`src/source/board_settings.svh`:
```
`ifndef BOARD_SETTINGS_SVH
`define BOARD_SETTINGS_SVH

// Player input widths
`define BOARD_JOYW              10
`define BOARD_BOARDJOYW         16
`define BOARD_FIRE_BIT          4

// OSD status word
`define BOARD_STATUSW           64

// Reset hold counts, in snd_sample cycles
`define BOARD_RST_CYCLES        16
`define BOARD_GAME_RST_CYCLES   8

// Frame based timing, counted in vs rising edges
`define BOARD_AUTOFIRE_FRAMES   2
`define BOARD_BLINK_FRAMES      16

// Status word bit positions
`define BOARD_ST_FLIP           1
`define BOARD_ST_TEST           2
`define BOARD_ST_PAUSE          3
// Two bit field
`define BOARD_ST_FX_LO          4
`define BOARD_ST_NOFM           6
`define BOARD_ST_NOPSG          7
// Two bit field
`define BOARD_ST_ROT_LO         8
`define BOARD_ST_AUTOFIRE       18

`endif

```
`src/source/board_pkg.sv`:
```
`default_nettype none

package board_pkg;

    // Reset sequencer states
    typedef enum logic [1:0] {
        RST_HOLD,
        RST_GAME,
        RST_RUN
    } rst_state_t;

    // Activity LED source, highest priority first
    typedef enum logic [1:0] {
        LED_DOWNLOAD,
        LED_OSD,
        LED_GAME
    } led_mode_t;

endpackage

`default_nettype wire

```
`src/source/board_ctrl_if.sv`:
```
`default_nettype none

// Control levels shared by input merging, option decoding and reset
interface board_ctrl_if;

    // Pause toggle from the keyboard
    logic game_pause;
    // Test key, registered
    logic test_key;
    // Keyboard reset request, restarts the game only
    logic soft_rst;
    // Autofire option from the OSD
    logic autofire_en;

    modport inputs_mp (
        output game_pause,
        output test_key,
        output soft_rst,
        input  autofire_en
    );

    modport dip_mp (
        input  game_pause,
        input  test_key,
        output autofire_en
    );

    modport reset_mp (
        input  soft_rst
    );

endinterface

`default_nettype wire

```
`src/source/reset_seq.sv`:
```
`default_nettype none

`include "board_settings.svh"

module reset_seq (
    input  logic              snd_sample,
    input  logic              reset,
    input  logic              pll_locked,
    input  logic              rst_req,
    input  logic              downloading,
    board_ctrl_if.reset_mp    ctrl,
    output logic              rst,
    output logic              rst_n,
    output logic              game_rst,
    output logic              game_rst_n
);
    import board_pkg::*;

    localparam int CNT_MAX = (`BOARD_RST_CYCLES > `BOARD_GAME_RST_CYCLES) ?
                             `BOARD_RST_CYCLES : `BOARD_GAME_RST_CYCLES;
    localparam int CNTW = $clog2(CNT_MAX + 1);

    localparam logic [CNTW-1:0] SYS_LOAD   = CNTW'(`BOARD_RST_CYCLES);
    localparam logic [CNTW-1:0] GAME_LOAD  = CNTW'(`BOARD_GAME_RST_CYCLES);
    // One cycle is spent leaving RST_HOLD
    localparam logic [CNTW-1:0] GAME_ENTRY = CNTW'(`BOARD_GAME_RST_CYCLES - 1);

    rst_state_t      state;
    logic [CNTW-1:0] cnt;
    logic            sys_cause;
    logic            game_cause;

    assign sys_cause  = reset | ~pll_locked | rst_req;
    assign game_cause = downloading | ctrl.soft_rst;

    always_ff @(posedge snd_sample) begin
        if (sys_cause) begin
            state <= RST_HOLD;
            cnt   <= SYS_LOAD;
        end else begin
            case (state)
                RST_HOLD: begin
                    if (cnt == '0) begin
                        state <= RST_GAME;
                        cnt   <= game_cause ? GAME_LOAD : GAME_ENTRY;
                    end else begin
                        cnt <= cnt - 1'b1;
                    end
                end
                RST_GAME: begin
                    // Count restarts while any game cause remains
                    if (game_cause) begin
                        cnt <= GAME_LOAD;
                    end else if (cnt == '0) begin
                        state <= RST_RUN;
                    end else begin
                        cnt <= cnt - 1'b1;
                    end
                end
                RST_RUN: begin
                    if (game_cause) begin
                        state <= RST_GAME;
                        cnt   <= GAME_LOAD;
                    end
                end
                default: begin
                    state <= RST_HOLD;
                    cnt   <= SYS_LOAD;
                end
            endcase
        end
    end

    // Game reset covers the system hold too
    assign rst        = (state == RST_HOLD);
    assign game_rst   = (state != RST_RUN);
    assign rst_n      = ~rst;
    assign game_rst_n = ~game_rst;

endmodule

`default_nettype wire

```
`src/source/input_merge.sv`:
```
`default_nettype none

`include "board_settings.svh"

module input_merge (
    input  logic                        snd_sample,
    input  logic                        game_rst,
    input  logic                        vs,
    input  logic                        downloading,
    input  logic [`BOARD_BOARDJOYW-1:0] board_joystick1,
    input  logic [`BOARD_BOARDJOYW-1:0] board_joystick2,
    input  logic [`BOARD_JOYW-1:0]      key_joy1,
    input  logic [`BOARD_JOYW-1:0]      key_joy2,
    input  logic [1:0]                  board_coin,
    input  logic [1:0]                  board_start,
    input  logic [1:0]                  key_coin,
    input  logic [1:0]                  key_start,
    input  logic                        key_service,
    input  logic                        key_tilt,
    input  logic                        key_pause,
    input  logic                        key_test,
    input  logic                        key_reset,
    board_ctrl_if.inputs_mp             ctrl,
    output logic [`BOARD_JOYW-1:0]      game_joystick1,
    output logic [`BOARD_JOYW-1:0]      game_joystick2,
    output logic [1:0]                  game_coin,
    output logic [1:0]                  game_start,
    output logic                        game_service,
    output logic                        game_tilt
);
    localparam int AFW = $clog2(`BOARD_AUTOFIRE_FRAMES + 1);
    localparam logic [AFW-1:0] AF_LAST = AFW'(`BOARD_AUTOFIRE_FRAMES - 1);

    logic [`BOARD_JOYW-1:0] joy_act [2];
    logic [`BOARD_JOYW-1:0] joy_out [2];
    logic [1:0]             fire_held;
    logic [1:0]             af_phase;
    logic [AFW-1:0]         af_cnt [2];
    logic                   vs_l;
    logic                   vs_rise;
    logic                   pause_l;
    logic                   pause_flag;
    logic                   lock;

    // Active high merge of the lower board bits and the keys
    assign joy_act[0] = board_joystick1[`BOARD_JOYW-1:0] | key_joy1;
    assign joy_act[1] = board_joystick2[`BOARD_JOYW-1:0] | key_joy2;

    assign fire_held[0] = joy_act[0][`BOARD_FIRE_BIT];
    assign fire_held[1] = joy_act[1][`BOARD_FIRE_BIT];

    assign vs_rise = vs & ~vs_l;
    assign lock    = game_rst | downloading;

    // Released phase of autofire masks button 0
    always_comb begin
        for (int p = 0; p < 2; p++) begin
            joy_out[p] = joy_act[p];
            joy_out[p][`BOARD_FIRE_BIT] = fire_held[p] & ~(ctrl.autofire_en & af_phase[p]);
        end
    end

    // Autofire phase per player starts pressed on each new hold
    always_ff @(posedge snd_sample) begin
        vs_l <= vs;
        if (game_rst) begin
            af_phase <= '0;
            af_cnt   <= '{default: '0};
        end else begin
            for (int p = 0; p < 2; p++) begin
                if (!ctrl.autofire_en || !fire_held[p]) begin
                    af_phase[p] <= 1'b0;
                    af_cnt[p]   <= '0;
                end else if (vs_rise) begin
                    if (af_cnt[p] == AF_LAST) begin
                        af_cnt[p]   <= '0;
                        af_phase[p] <= ~af_phase[p];
                    end else begin
                        af_cnt[p] <= af_cnt[p] + 1'b1;
                    end
                end
            end
        end
    end

    // Game side is active low
    always_ff @(posedge snd_sample) begin
        if (lock) begin
            game_joystick1 <= '1;
            game_joystick2 <= '1;
            game_coin      <= '1;
            game_start     <= '1;
            game_service   <= 1'b1;
            game_tilt      <= 1'b1;
        end else begin
            game_joystick1 <= ~joy_out[0];
            game_joystick2 <= ~joy_out[1];
            game_coin      <= ~(board_coin | key_coin);
            game_start     <= ~(board_start | key_start);
            game_service   <= ~key_service;
            game_tilt      <= ~key_tilt;
        end
    end

    // Pause key toggles on each press
    always_ff @(posedge snd_sample) begin
        pause_l <= key_pause;
        if (game_rst) begin
            pause_flag <= 1'b0;
        end else if (key_pause && !pause_l) begin
            pause_flag <= ~pause_flag;
        end
    end

    // Registered keyboard reset and test key
    always_ff @(posedge snd_sample) begin
        ctrl.soft_rst <= key_reset;
        ctrl.test_key <= key_test & ~downloading;
    end

    assign ctrl.game_pause = pause_flag;

endmodule

`default_nettype wire

```
`src/source/dip_decode.sv`:
```
`default_nettype none

`include "board_settings.svh"

module dip_decode (
    input  logic                      snd_sample,
    input  logic                      reset,
    input  logic [`BOARD_STATUSW-1:0] status,
    input  logic                      osd_shown,
    board_ctrl_if.dip_mp              ctrl,
    output logic                      dip_flip,
    output logic                      dip_test,
    output logic                      dip_pause,
    output logic                      enable_fm,
    output logic                      enable_psg,
    output logic [1:0]                dip_fxlevel,
    output logic [1:0]                rotate
);

    always_ff @(posedge snd_sample) begin
        if (reset) begin
            dip_flip         <= 1'b0;
            dip_test         <= 1'b0;
            dip_pause        <= 1'b0;
            enable_fm        <= 1'b0;
            enable_psg       <= 1'b0;
            dip_fxlevel      <= 2'b00;
            rotate           <= 2'b00;
            ctrl.autofire_en <= 1'b0;
        end else begin
            dip_flip    <= status[`BOARD_ST_FLIP];
            // Test mode from the OSD or the keyboard
            dip_test    <= status[`BOARD_ST_TEST] | ctrl.test_key;
            // Game halts while the OSD is open
            dip_pause   <= status[`BOARD_ST_PAUSE] | ctrl.game_pause | osd_shown;
            dip_fxlevel <= status[`BOARD_ST_FX_LO +: 2];
            rotate      <= status[`BOARD_ST_ROT_LO +: 2];
            // Status bits are disables, outputs are enables
            enable_fm   <= ~status[`BOARD_ST_NOFM];
            enable_psg  <= ~status[`BOARD_ST_NOPSG];
            ctrl.autofire_en <= status[`BOARD_ST_AUTOFIRE];
        end
    end

endmodule

`default_nettype wire

```
`src/source/led_ctrl.sv`:
```
`default_nettype none

`include "board_settings.svh"

module led_ctrl (
    input  logic       snd_sample,
    input  logic       rst,
    input  logic       vs,
    input  logic       downloading,
    input  logic       osd_shown,
    input  logic [1:0] game_led,
    output logic       led
);
    import board_pkg::*;

    localparam int BW = $clog2(`BOARD_BLINK_FRAMES + 1);
    localparam logic [BW-1:0] BLINK_LAST = BW'(`BOARD_BLINK_FRAMES - 1);

    led_mode_t     mode;
    logic          vs_l;
    logic [BW-1:0] blink_cnt;
    logic          blink;

    always_comb begin
        if (downloading) begin
            mode = LED_DOWNLOAD;
        end else if (osd_shown) begin
            mode = LED_OSD;
        end else begin
            mode = LED_GAME;
        end
    end

    // Blink keeps running outside OSD mode
    always_ff @(posedge snd_sample) begin
        if (rst) begin
            vs_l      <= 1'b0;
            blink_cnt <= '0;
            blink     <= 1'b0;
            led       <= 1'b0;
        end else begin
            vs_l <= vs;
            if (vs && !vs_l) begin
                if (blink_cnt == BLINK_LAST) begin
                    blink_cnt <= '0;
                    blink     <= ~blink;
                end else begin
                    blink_cnt <= blink_cnt + 1'b1;
                end
            end
            case (mode)
                LED_DOWNLOAD: led <= 1'b1;
                LED_OSD:      led <= blink;
                default:      led <= game_led[0];
            endcase
        end
    end

endmodule

`default_nettype wire

```
`src/source/board_ctrl.sv`:
```
`default_nettype none

`include "board_settings.svh"

module board_ctrl (
    input  logic                        snd_sample,
    input  logic                        reset,
    input  logic                        pll_locked,
    input  logic                        rst_req,
    input  logic                        downloading,
    input  logic                        vs,
    input  logic                        osd_shown,
    input  logic [1:0]                  game_led,
    input  logic [`BOARD_STATUSW-1:0]   status,
    input  logic [`BOARD_BOARDJOYW-1:0] board_joystick1,
    input  logic [`BOARD_BOARDJOYW-1:0] board_joystick2,
    input  logic [`BOARD_JOYW-1:0]      key_joy1,
    input  logic [`BOARD_JOYW-1:0]      key_joy2,
    input  logic [1:0]                  board_coin,
    input  logic [1:0]                  board_start,
    input  logic [1:0]                  key_coin,
    input  logic [1:0]                  key_start,
    input  logic                        key_service,
    input  logic                        key_tilt,
    input  logic                        key_pause,
    input  logic                        key_test,
    input  logic                        key_reset,
    output logic [`BOARD_JOYW-1:0]      game_joystick1,
    output logic [`BOARD_JOYW-1:0]      game_joystick2,
    output logic [1:0]                  game_coin,
    output logic [1:0]                  game_start,
    output logic                        game_service,
    output logic                        game_tilt,
    output logic                        dip_flip,
    output logic                        dip_test,
    output logic                        dip_pause,
    output logic                        enable_fm,
    output logic                        enable_psg,
    output logic [1:0]                  dip_fxlevel,
    output logic [1:0]                  rotate,
    output logic                        led,
    output logic                        rst,
    output logic                        rst_n,
    output logic                        game_rst,
    output logic                        game_rst_n
);

    board_ctrl_if ctrl_bus ();

    reset_seq u_reset (
        .snd_sample (snd_sample),
        .reset      (reset),
        .pll_locked (pll_locked),
        .rst_req    (rst_req),
        .downloading(downloading),
        .ctrl       (ctrl_bus.reset_mp),
        .rst        (rst),
        .rst_n      (rst_n),
        .game_rst   (game_rst),
        .game_rst_n (game_rst_n)
    );

    input_merge u_inputs (
        .snd_sample     (snd_sample),
        .game_rst       (game_rst),
        .vs             (vs),
        .downloading    (downloading),
        .board_joystick1(board_joystick1),
        .board_joystick2(board_joystick2),
        .key_joy1       (key_joy1),
        .key_joy2       (key_joy2),
        .board_coin     (board_coin),
        .board_start    (board_start),
        .key_coin       (key_coin),
        .key_start      (key_start),
        .key_service    (key_service),
        .key_tilt       (key_tilt),
        .key_pause      (key_pause),
        .key_test       (key_test),
        .key_reset      (key_reset),
        .ctrl           (ctrl_bus.inputs_mp),
        .game_joystick1 (game_joystick1),
        .game_joystick2 (game_joystick2),
        .game_coin      (game_coin),
        .game_start     (game_start),
        .game_service   (game_service),
        .game_tilt      (game_tilt)
    );

    // Options use the board reset, not the game reset
    dip_decode u_dip (
        .snd_sample (snd_sample),
        .reset      (reset),
        .status     (status),
        .osd_shown  (osd_shown),
        .ctrl       (ctrl_bus.dip_mp),
        .dip_flip   (dip_flip),
        .dip_test   (dip_test),
        .dip_pause  (dip_pause),
        .enable_fm  (enable_fm),
        .enable_psg (enable_psg),
        .dip_fxlevel(dip_fxlevel),
        .rotate     (rotate)
    );

    led_ctrl u_led (
        .snd_sample (snd_sample),
        .rst        (rst),
        .vs         (vs),
        .downloading(downloading),
        .osd_shown  (osd_shown),
        .game_led   (game_led),
        .led        (led)
    );

endmodule

`default_nettype wire

```
`config.mk`:
```
export PLATFORM = sky130hd
export DESIGN_NAME = board_ctrl
export DESIGN_NICKNAME = d
export VERILOG_FILES = /design/src/source/board_pkg.sv /design/src/source/board_ctrl_if.sv /design/src/source/reset_seq.sv /design/src/source/input_merge.sv /design/src/source/dip_decode.sv /design/src/source/led_ctrl.sv /design/src/source/board_ctrl.sv
export VERILOG_INCLUDE_DIRS = /design/src /design/src/source
export SDC_FILE = /design/constraint.sdc
export NUM_CORES = 1
export LEC_CHECK = 0
export ABC_AREA = 1
export BUFFER_PORTS_ARGS = -buffer_cell sky130_fd_sc_hd__buf_2
export CORE_AREA = 2 2 80 82
export CTS_BUF_LIST = sky130_fd_sc_hd__clkbuf_4 sky130_fd_sc_hd__clkbuf_8 sky130_fd_sc_hd__clkbuf_16
export DETAILED_ROUTE_END_ITERATION = 16
export DIE_AREA = 0 0 82 84
export GPL_TIMING_DRIVEN = 0
export PLACE_DENSITY = 0.78
export SETUP_SLACK_MARGIN = 0.15
export SLEW_MARGIN = 30
export SYNTH_ARGS = -nofsm -noshare
export SYNTH_HDL_FRONTEND = slang
export SYNTH_HIERARCHICAL = 1
export SYNTH_SLANG_ARGS = --single-unit
export TNS_END_PERCENT = 50
```
`constraint.sdc`:
```
create_clock -name snd_sample -period 1.6 [get_ports snd_sample]
set_input_delay 0.08 -clock snd_sample [delete_from_list [all_inputs] [get_ports snd_sample]]
set_output_delay 0.08 -clock snd_sample [all_outputs]
set_load 0.1 [all_outputs]
```
# After elaboration in Yosys (flattened, before gate mapping)
# Index checks and enable logic that the tools add are counted.
# Widths: inputs -> output; s select.
dict set report word_totals {
  reg_bits 62
  in_bits 138
  out_inout_bits 40
  wordCells 117
}
dict set report classes {
  addsub 4
  n_eq_ne 12
  n_mux 17
  bitwise_logic 36
  n_reduce_logical 19
}
# op count
set ops {}
lappend ops {{$mux 5} 5}
lappend ops {{$not 10->10} 2}
lappend ops {{$or 10x10->10} 2}
lappend ops {{$mux 2} 8}
lappend ops {{$not 1->1} 15}
lappend ops {{$pmux 5 s3} 1}
lappend ops {{$eq 2x1->1 const B} 4}
lappend ops {{$reduce_and 2->1} 4}
lappend ops {{$or 1x1->1} 7}
lappend ops {{$and 1x1->1} 6}
lappend ops {{$ne 2x2->1 const B} 3}
lappend ops {{$pmux 2 s3} 1}
lappend ops {{$add 5x1->5 const B} 1}
lappend ops {{$eq 5x4->1 const B} 1}
lappend ops {{$logic_not 1->1} 5}
lappend ops {{$logic_not 5->1} 1}
lappend ops {{$sub 5x1->5 const B} 1}
lappend ops {{$add 2x1->2 const B} 2}
lappend ops {{$logic_not 2->1} 2}
lappend ops {{$mux 4} 1}
lappend ops {{$ne 2x1->1 const B} 2}
lappend ops {{$not 2->2} 2}
lappend ops {{$or 2x2->2} 2}
lappend ops {{$reduce_and 4->1} 1}
lappend ops {{6 further kinds} 9}

# Longest topological paths before layout
dict set report depth {
  ltp_word 4
  depth_mapped 11
}

# Hierarchy
# Netlist, hierarchy kept.
# mod n_inst cells_each area_each_um2 seq_area_each_um2
set by_module_without_submodules {}
lappend by_module_without_submodules {input_merge 1 108 1098.6 740.7}
lappend by_module_without_submodules {reset_seq 1 79 530.5 140.1}
lappend by_module_without_submodules {led_ctrl 1 52 365.4 160.2}
lappend by_module_without_submodules {dip_decode 1 30 287.8 200.2}

# Least setup slack after synthesis
# Ideal clock, no wire load.
dict set report synth_path {
  kind {flip-flop to flip-flop}
  from {register u_reset.state[1]}
  to {register u_inputs.game_joystick1[0]}
  setup_time_ns 0.121
  arrival_ns 2.665
  path_slack_ns -1.186
  stages_incl_launch_ff 7
  path_buffers 1
  cell_sequence {dfxtp_1 > inv_2 > nor2_2 > inv_1 > nor2_4 > buf_6 > o21ai_0}
}
dict set report synth_via {
  elab_chain_cells 2
}
# item line_no
set synth_rtl {}
lappend synth_rtl {{start: declaration} reset_seq.sv:28} ;# rst_state_t state;
lappend synth_rtl {{start signal: assignment} reset_seq.sv:38} ;# state <= RST_HOLD;
lappend synth_rtl {{start signal: assignment} reset_seq.sv:44} ;# state <= RST_GAME;
lappend synth_rtl {{start signal: assignment} reset_seq.sv:55} ;# state <= RST_RUN;
lappend synth_rtl {{$ne 2x2->1} reset_seq.sv:76} ;# assign game_rst = (state != RST_RUN);
lappend synth_rtl {{via game_rst} board_ctrl.sv:44} ;# output logic game_rst,
lappend synth_rtl {{$or 1x1->1} input_merge.sv:53} ;# assign lock = game_rst | downloading;
lappend synth_rtl {{end signal: assignment} input_merge.sv:96} ;# game_joystick1 <= ~joy_out[0];
lappend synth_rtl {{end: declaration} input_merge.sv:24} ;# output logic [`BOARD_JOYW-1:0] game_joystick1,
# The timed path passes the listed nets, and every way through them passes these cells.
# A chain may end at the register's enable or synchronous reset.

# Worst setup path after layout
dict set report layout_path {
  from {register u_reset.state[0]}
  to {output rst_n}
}
dict set report layout_via {
  elab_chain_cells 2
}
# item line_no
set layout_rtl {}
lappend layout_rtl {{$logic_not 2->1} reset_seq.sv:75} ;# assign rst = (state == RST_HOLD);
lappend layout_rtl {{$not 1->1} reset_seq.sv:77} ;# assign rst_n = ~rst;
lappend layout_rtl {{end: declaration} board_ctrl.sv:43} ;# output logic rst_n,
# No other way between the ends.

==> results.json <==
{
  "status": "completed",
  "antenna_cells": 0,
  "cts_buffers": 9,
  "grt_pass1_wl_um": 10800,
  "cp-end-kind": "primary output",
  "dr.pass1.iters": 4,
  "path_class": "flip-flop to primary output",
  "worstPathCellList": "nor2_4 -> inv_1 -> buf_4",
  "cap_violations": 0,
  "ios": 178,
  "grt_max_degree": 11,
  "grt_remaining_overflow": 0,
  "rows": 29,
  "worstPathRequired_ns": 1.52,
  "post_drt_wl_per_cell_um": 13.3,
  "dpl.hpwl_um": 4140,
  "relSlewSlack_pct": 66.5,
  "synth.avg_cell_area_um2": 8.48,
  "postRouteAntennaNets": 0,
  "vdd_ir_drop_max_v": 0.000552,
  "combPwrFrac_pct": 12.5,
  "drt_iter0_drc": 83,
  "grt_usage_pct": 20.7,
  "antenna_found_initial": 0,
  "layout_common_cells": "buf_2 (106), dfxtp_1 (59), dlygate4sd3_1 (58)",
  "fp.dieW_um": 82,
  "fmax_mhz": 713,
  "leakagePower_nw": 1.78,
  "final_util_pct": 63.9,
  "fp.coreArea_mm2": 0.00610,
  "startpoint_type": "flip-flop",
  "hold_path_class": "primary input to flip-flop",
  "crit_slowest_cell": "dfxtp_1",
  "clk-insertion-delay-late_ns": 0.33,
  "drt_wl_total_um": 7150,
  "cts_sinks": 62,
  "synthTopCellsByArea": "dfxtp_1 (54%), nand2_1 (7.4%), inv_1 (5.4%), nor2_1 (5.4%), o21ai_0 (5.0%)",
  "synth_fa_ha_area_share_pct": 1.64,
  "cp.arrival_ns": 1.32,
  "seq_area_frac_synth_pct": 54.4,
  "port_buffers": 110,
  "drc": 0,
  "yosysWarnings": 6,
  "switching_power_mw": 0.829,
  "routed_via_density": 4.54,
  "dieArea_mm2": 0.00689,
  "yosys.area_share.simple_pct": 24.4,
  "syn2layout_area_growth_pct": 70.7,
  "layout_commonest_cell": "buf_2",
  "period_share_pct": 87.7,
  "htreeDepth": 3,
  "nets": 599,
  "netlist_area_mm2": 0.00228,
  "switching_share_pct": 23.2,
  "power.density_cell_area_mw_per_mm2": 919,
  "finalHoldViolations": 0,
  "hold_slack_ns": 0.0183,
  "clkSlewWorstSetupHoldPaths_ns": 0.06,
  "cts_max_path_buffers": 2,
  "syn-instance-count": 269,
  "path_max_fanout": 10,
  "skew_ns": 0.00734,
  "synthesis.nets": 410,
  "first_global_vias": 2433,
  "cellInternalPower_mw": 2.75,
  "slowest_delay_ns": 0.38,
  "finalMaxSlewViolations": 0,
  "fin_crit_ns": 1.40,
  "yosys.area_share.xor_xnor_pct": 1.15,
  "cts_tree": "built",
  "synth_compound_area_share_pct": 10.5,
  "yosys.area.top_type": "dfxtp_1",
  "die_y_um": 84,
  "initial_core_util_pct": 37.4,
  "ys_ff_latch": 62,
  "tns_ns": 0,
  "synth_top_area_share_pct": 54.4,
  "setup_viol": 0,
  "synth_top_family_by_area": "simple AND/OR/NAND/NOR gates",
  "layout-drive-gt1-share_pct": 38.3,
  "max_slew.worst_pin.slew_ns": 0.506,
  "synthMuxAreaShare_pct": 0,
  "vias": 2447,
  "gp_congestion": 0.830,
  "pwr-share-clk_pct": 43.3,
  "cts_root_buf": "clkbuf_8",
  "rsz0062_at_grt": "true",
  "seq_power_share_pct": 44.3,
  "ys_types": 25
}
stage by stage:
step                      instance area [µm²]  instances  worst slack [ns]  power (mW)
after floorplan                          2290        269            -0.684        1.81
after global placement                   2930        456             0.106        1.93
after detailed placement                 2930        456            0.0477        1.93
after CTS                                3800        531             0.139        3.58
after global routing                     3900        539             0.116        3.71
final                                    3900        539             0.197        3.58
logic make-up after synthesis:
logic type,count (synthesis)
flops,62
simple gates,116
compound gates,44
buf+inv,41
xor+xnor,3
fa+ha+maj,3
area by class of cell:
| class | instances | area (µm²) |
|---|---|---|
| buffer | 3 | 33.8 |
| clock buffer | 12 | 159 |
| clock inverter | 3 | 67.6 |
| fill | 473 | 2200 |
| inverter | 38 | 156 |
| multi-input combinational | 166 | 900 |
| sequential | 62 | 1250 |
| tap | 77 | 96.3 |
| timing repair buffer | 178 | 1240 |
metal layers:
layer	up-vias	track usage, %	wire length (µm)
met5	-	0	0
met2	98	38.3	3680
li1	1222	-	-
met1	1106	20.0	2670
met3	21	6.06	567
met4	0	10.3	230
worst max-delay path: cells and delay by family (launching register included):
family	cells	cell delay [ns]
flops	1	0.38
buf+inv	2	0.32
simple gates	1	0.29
worst paths after layout:
path	from	slack (ns)	end	cells past startpoint
worst max register to register	u_reset/state[1]$_SDFFE_PP0P_	0.21	u_inputs/game_joystick2[5]$_SDFF_PP1_	6
worst max-delay path	u_reset/state[0]$_SDFFE_PP0P_	0.20	rst_n	3
worst min register to register	u_inputs/af_cnt[3]$_SDFFE_PP0N_	0.43	u_inputs/af_cnt[3]$_SDFFE_PP0N_	2
worst min-delay path	key_start[1]	0.02	u_inputs/game_start[1]$_SDFF_PP1_	2
synthesized netlist by cell type:
cell	n
nand4_1	1
a21oi_2	3
inv_2	4
nor2_4	5
xnor2_1	2
nor3b_4	1
o21ai_1	6
clkinv_4	1
nand2_1	45
o21ai_0	23
nand4_2	1
nor2_2	6
inv_1	33
ha_1	3
buf_6	3
o211ai_1	1
nand3_1	14
a21oi_1	9
nor2_1	33
dfxtp_1	62
nand2_2	9
a21boi_0	1
o21bai_1	1
xor2_1	1
or2_0	1
power by group through the flow:
stage	sequential, mW	clock [mW]	combinational [mW]
4_1_cts	1.58	1.57	0.430
2_1_floorplan	1.71	0	0.101
3_3_place_gp	1.62	0	0.310
3_5_place_dp	1.62	0	0.316
6_report	1.58	1.55	0.446
5_1_grt	1.59	1.64	0.478
flip-flops by register name, indices dropped and copies added, names as in the netlist, 2 cells and up:
signal	cells
u_reset/state	2
u_dip/dip_fxlevel	2
u_led/blink_cnt	5
u_inputs/game_coin	2
u_dip/rotate	2
u_inputs/game_joystick1	10
u_inputs/af_cnt	4
u_inputs/game_start	2
u_inputs/game_joystick2	10
u_inputs/af_phase	2
u_reset/cnt	5
what timing repair did:
item,4_1_cts,5_1_grt
pin swaps,0,4
resized for setup,13,15
setup endpoints to repair,11,34
gates cloned,0,0
buffers inserted,2,8
hold endpoints to repair,37,0
hold buffers,58,0
(Power assumes the default switching activity.)
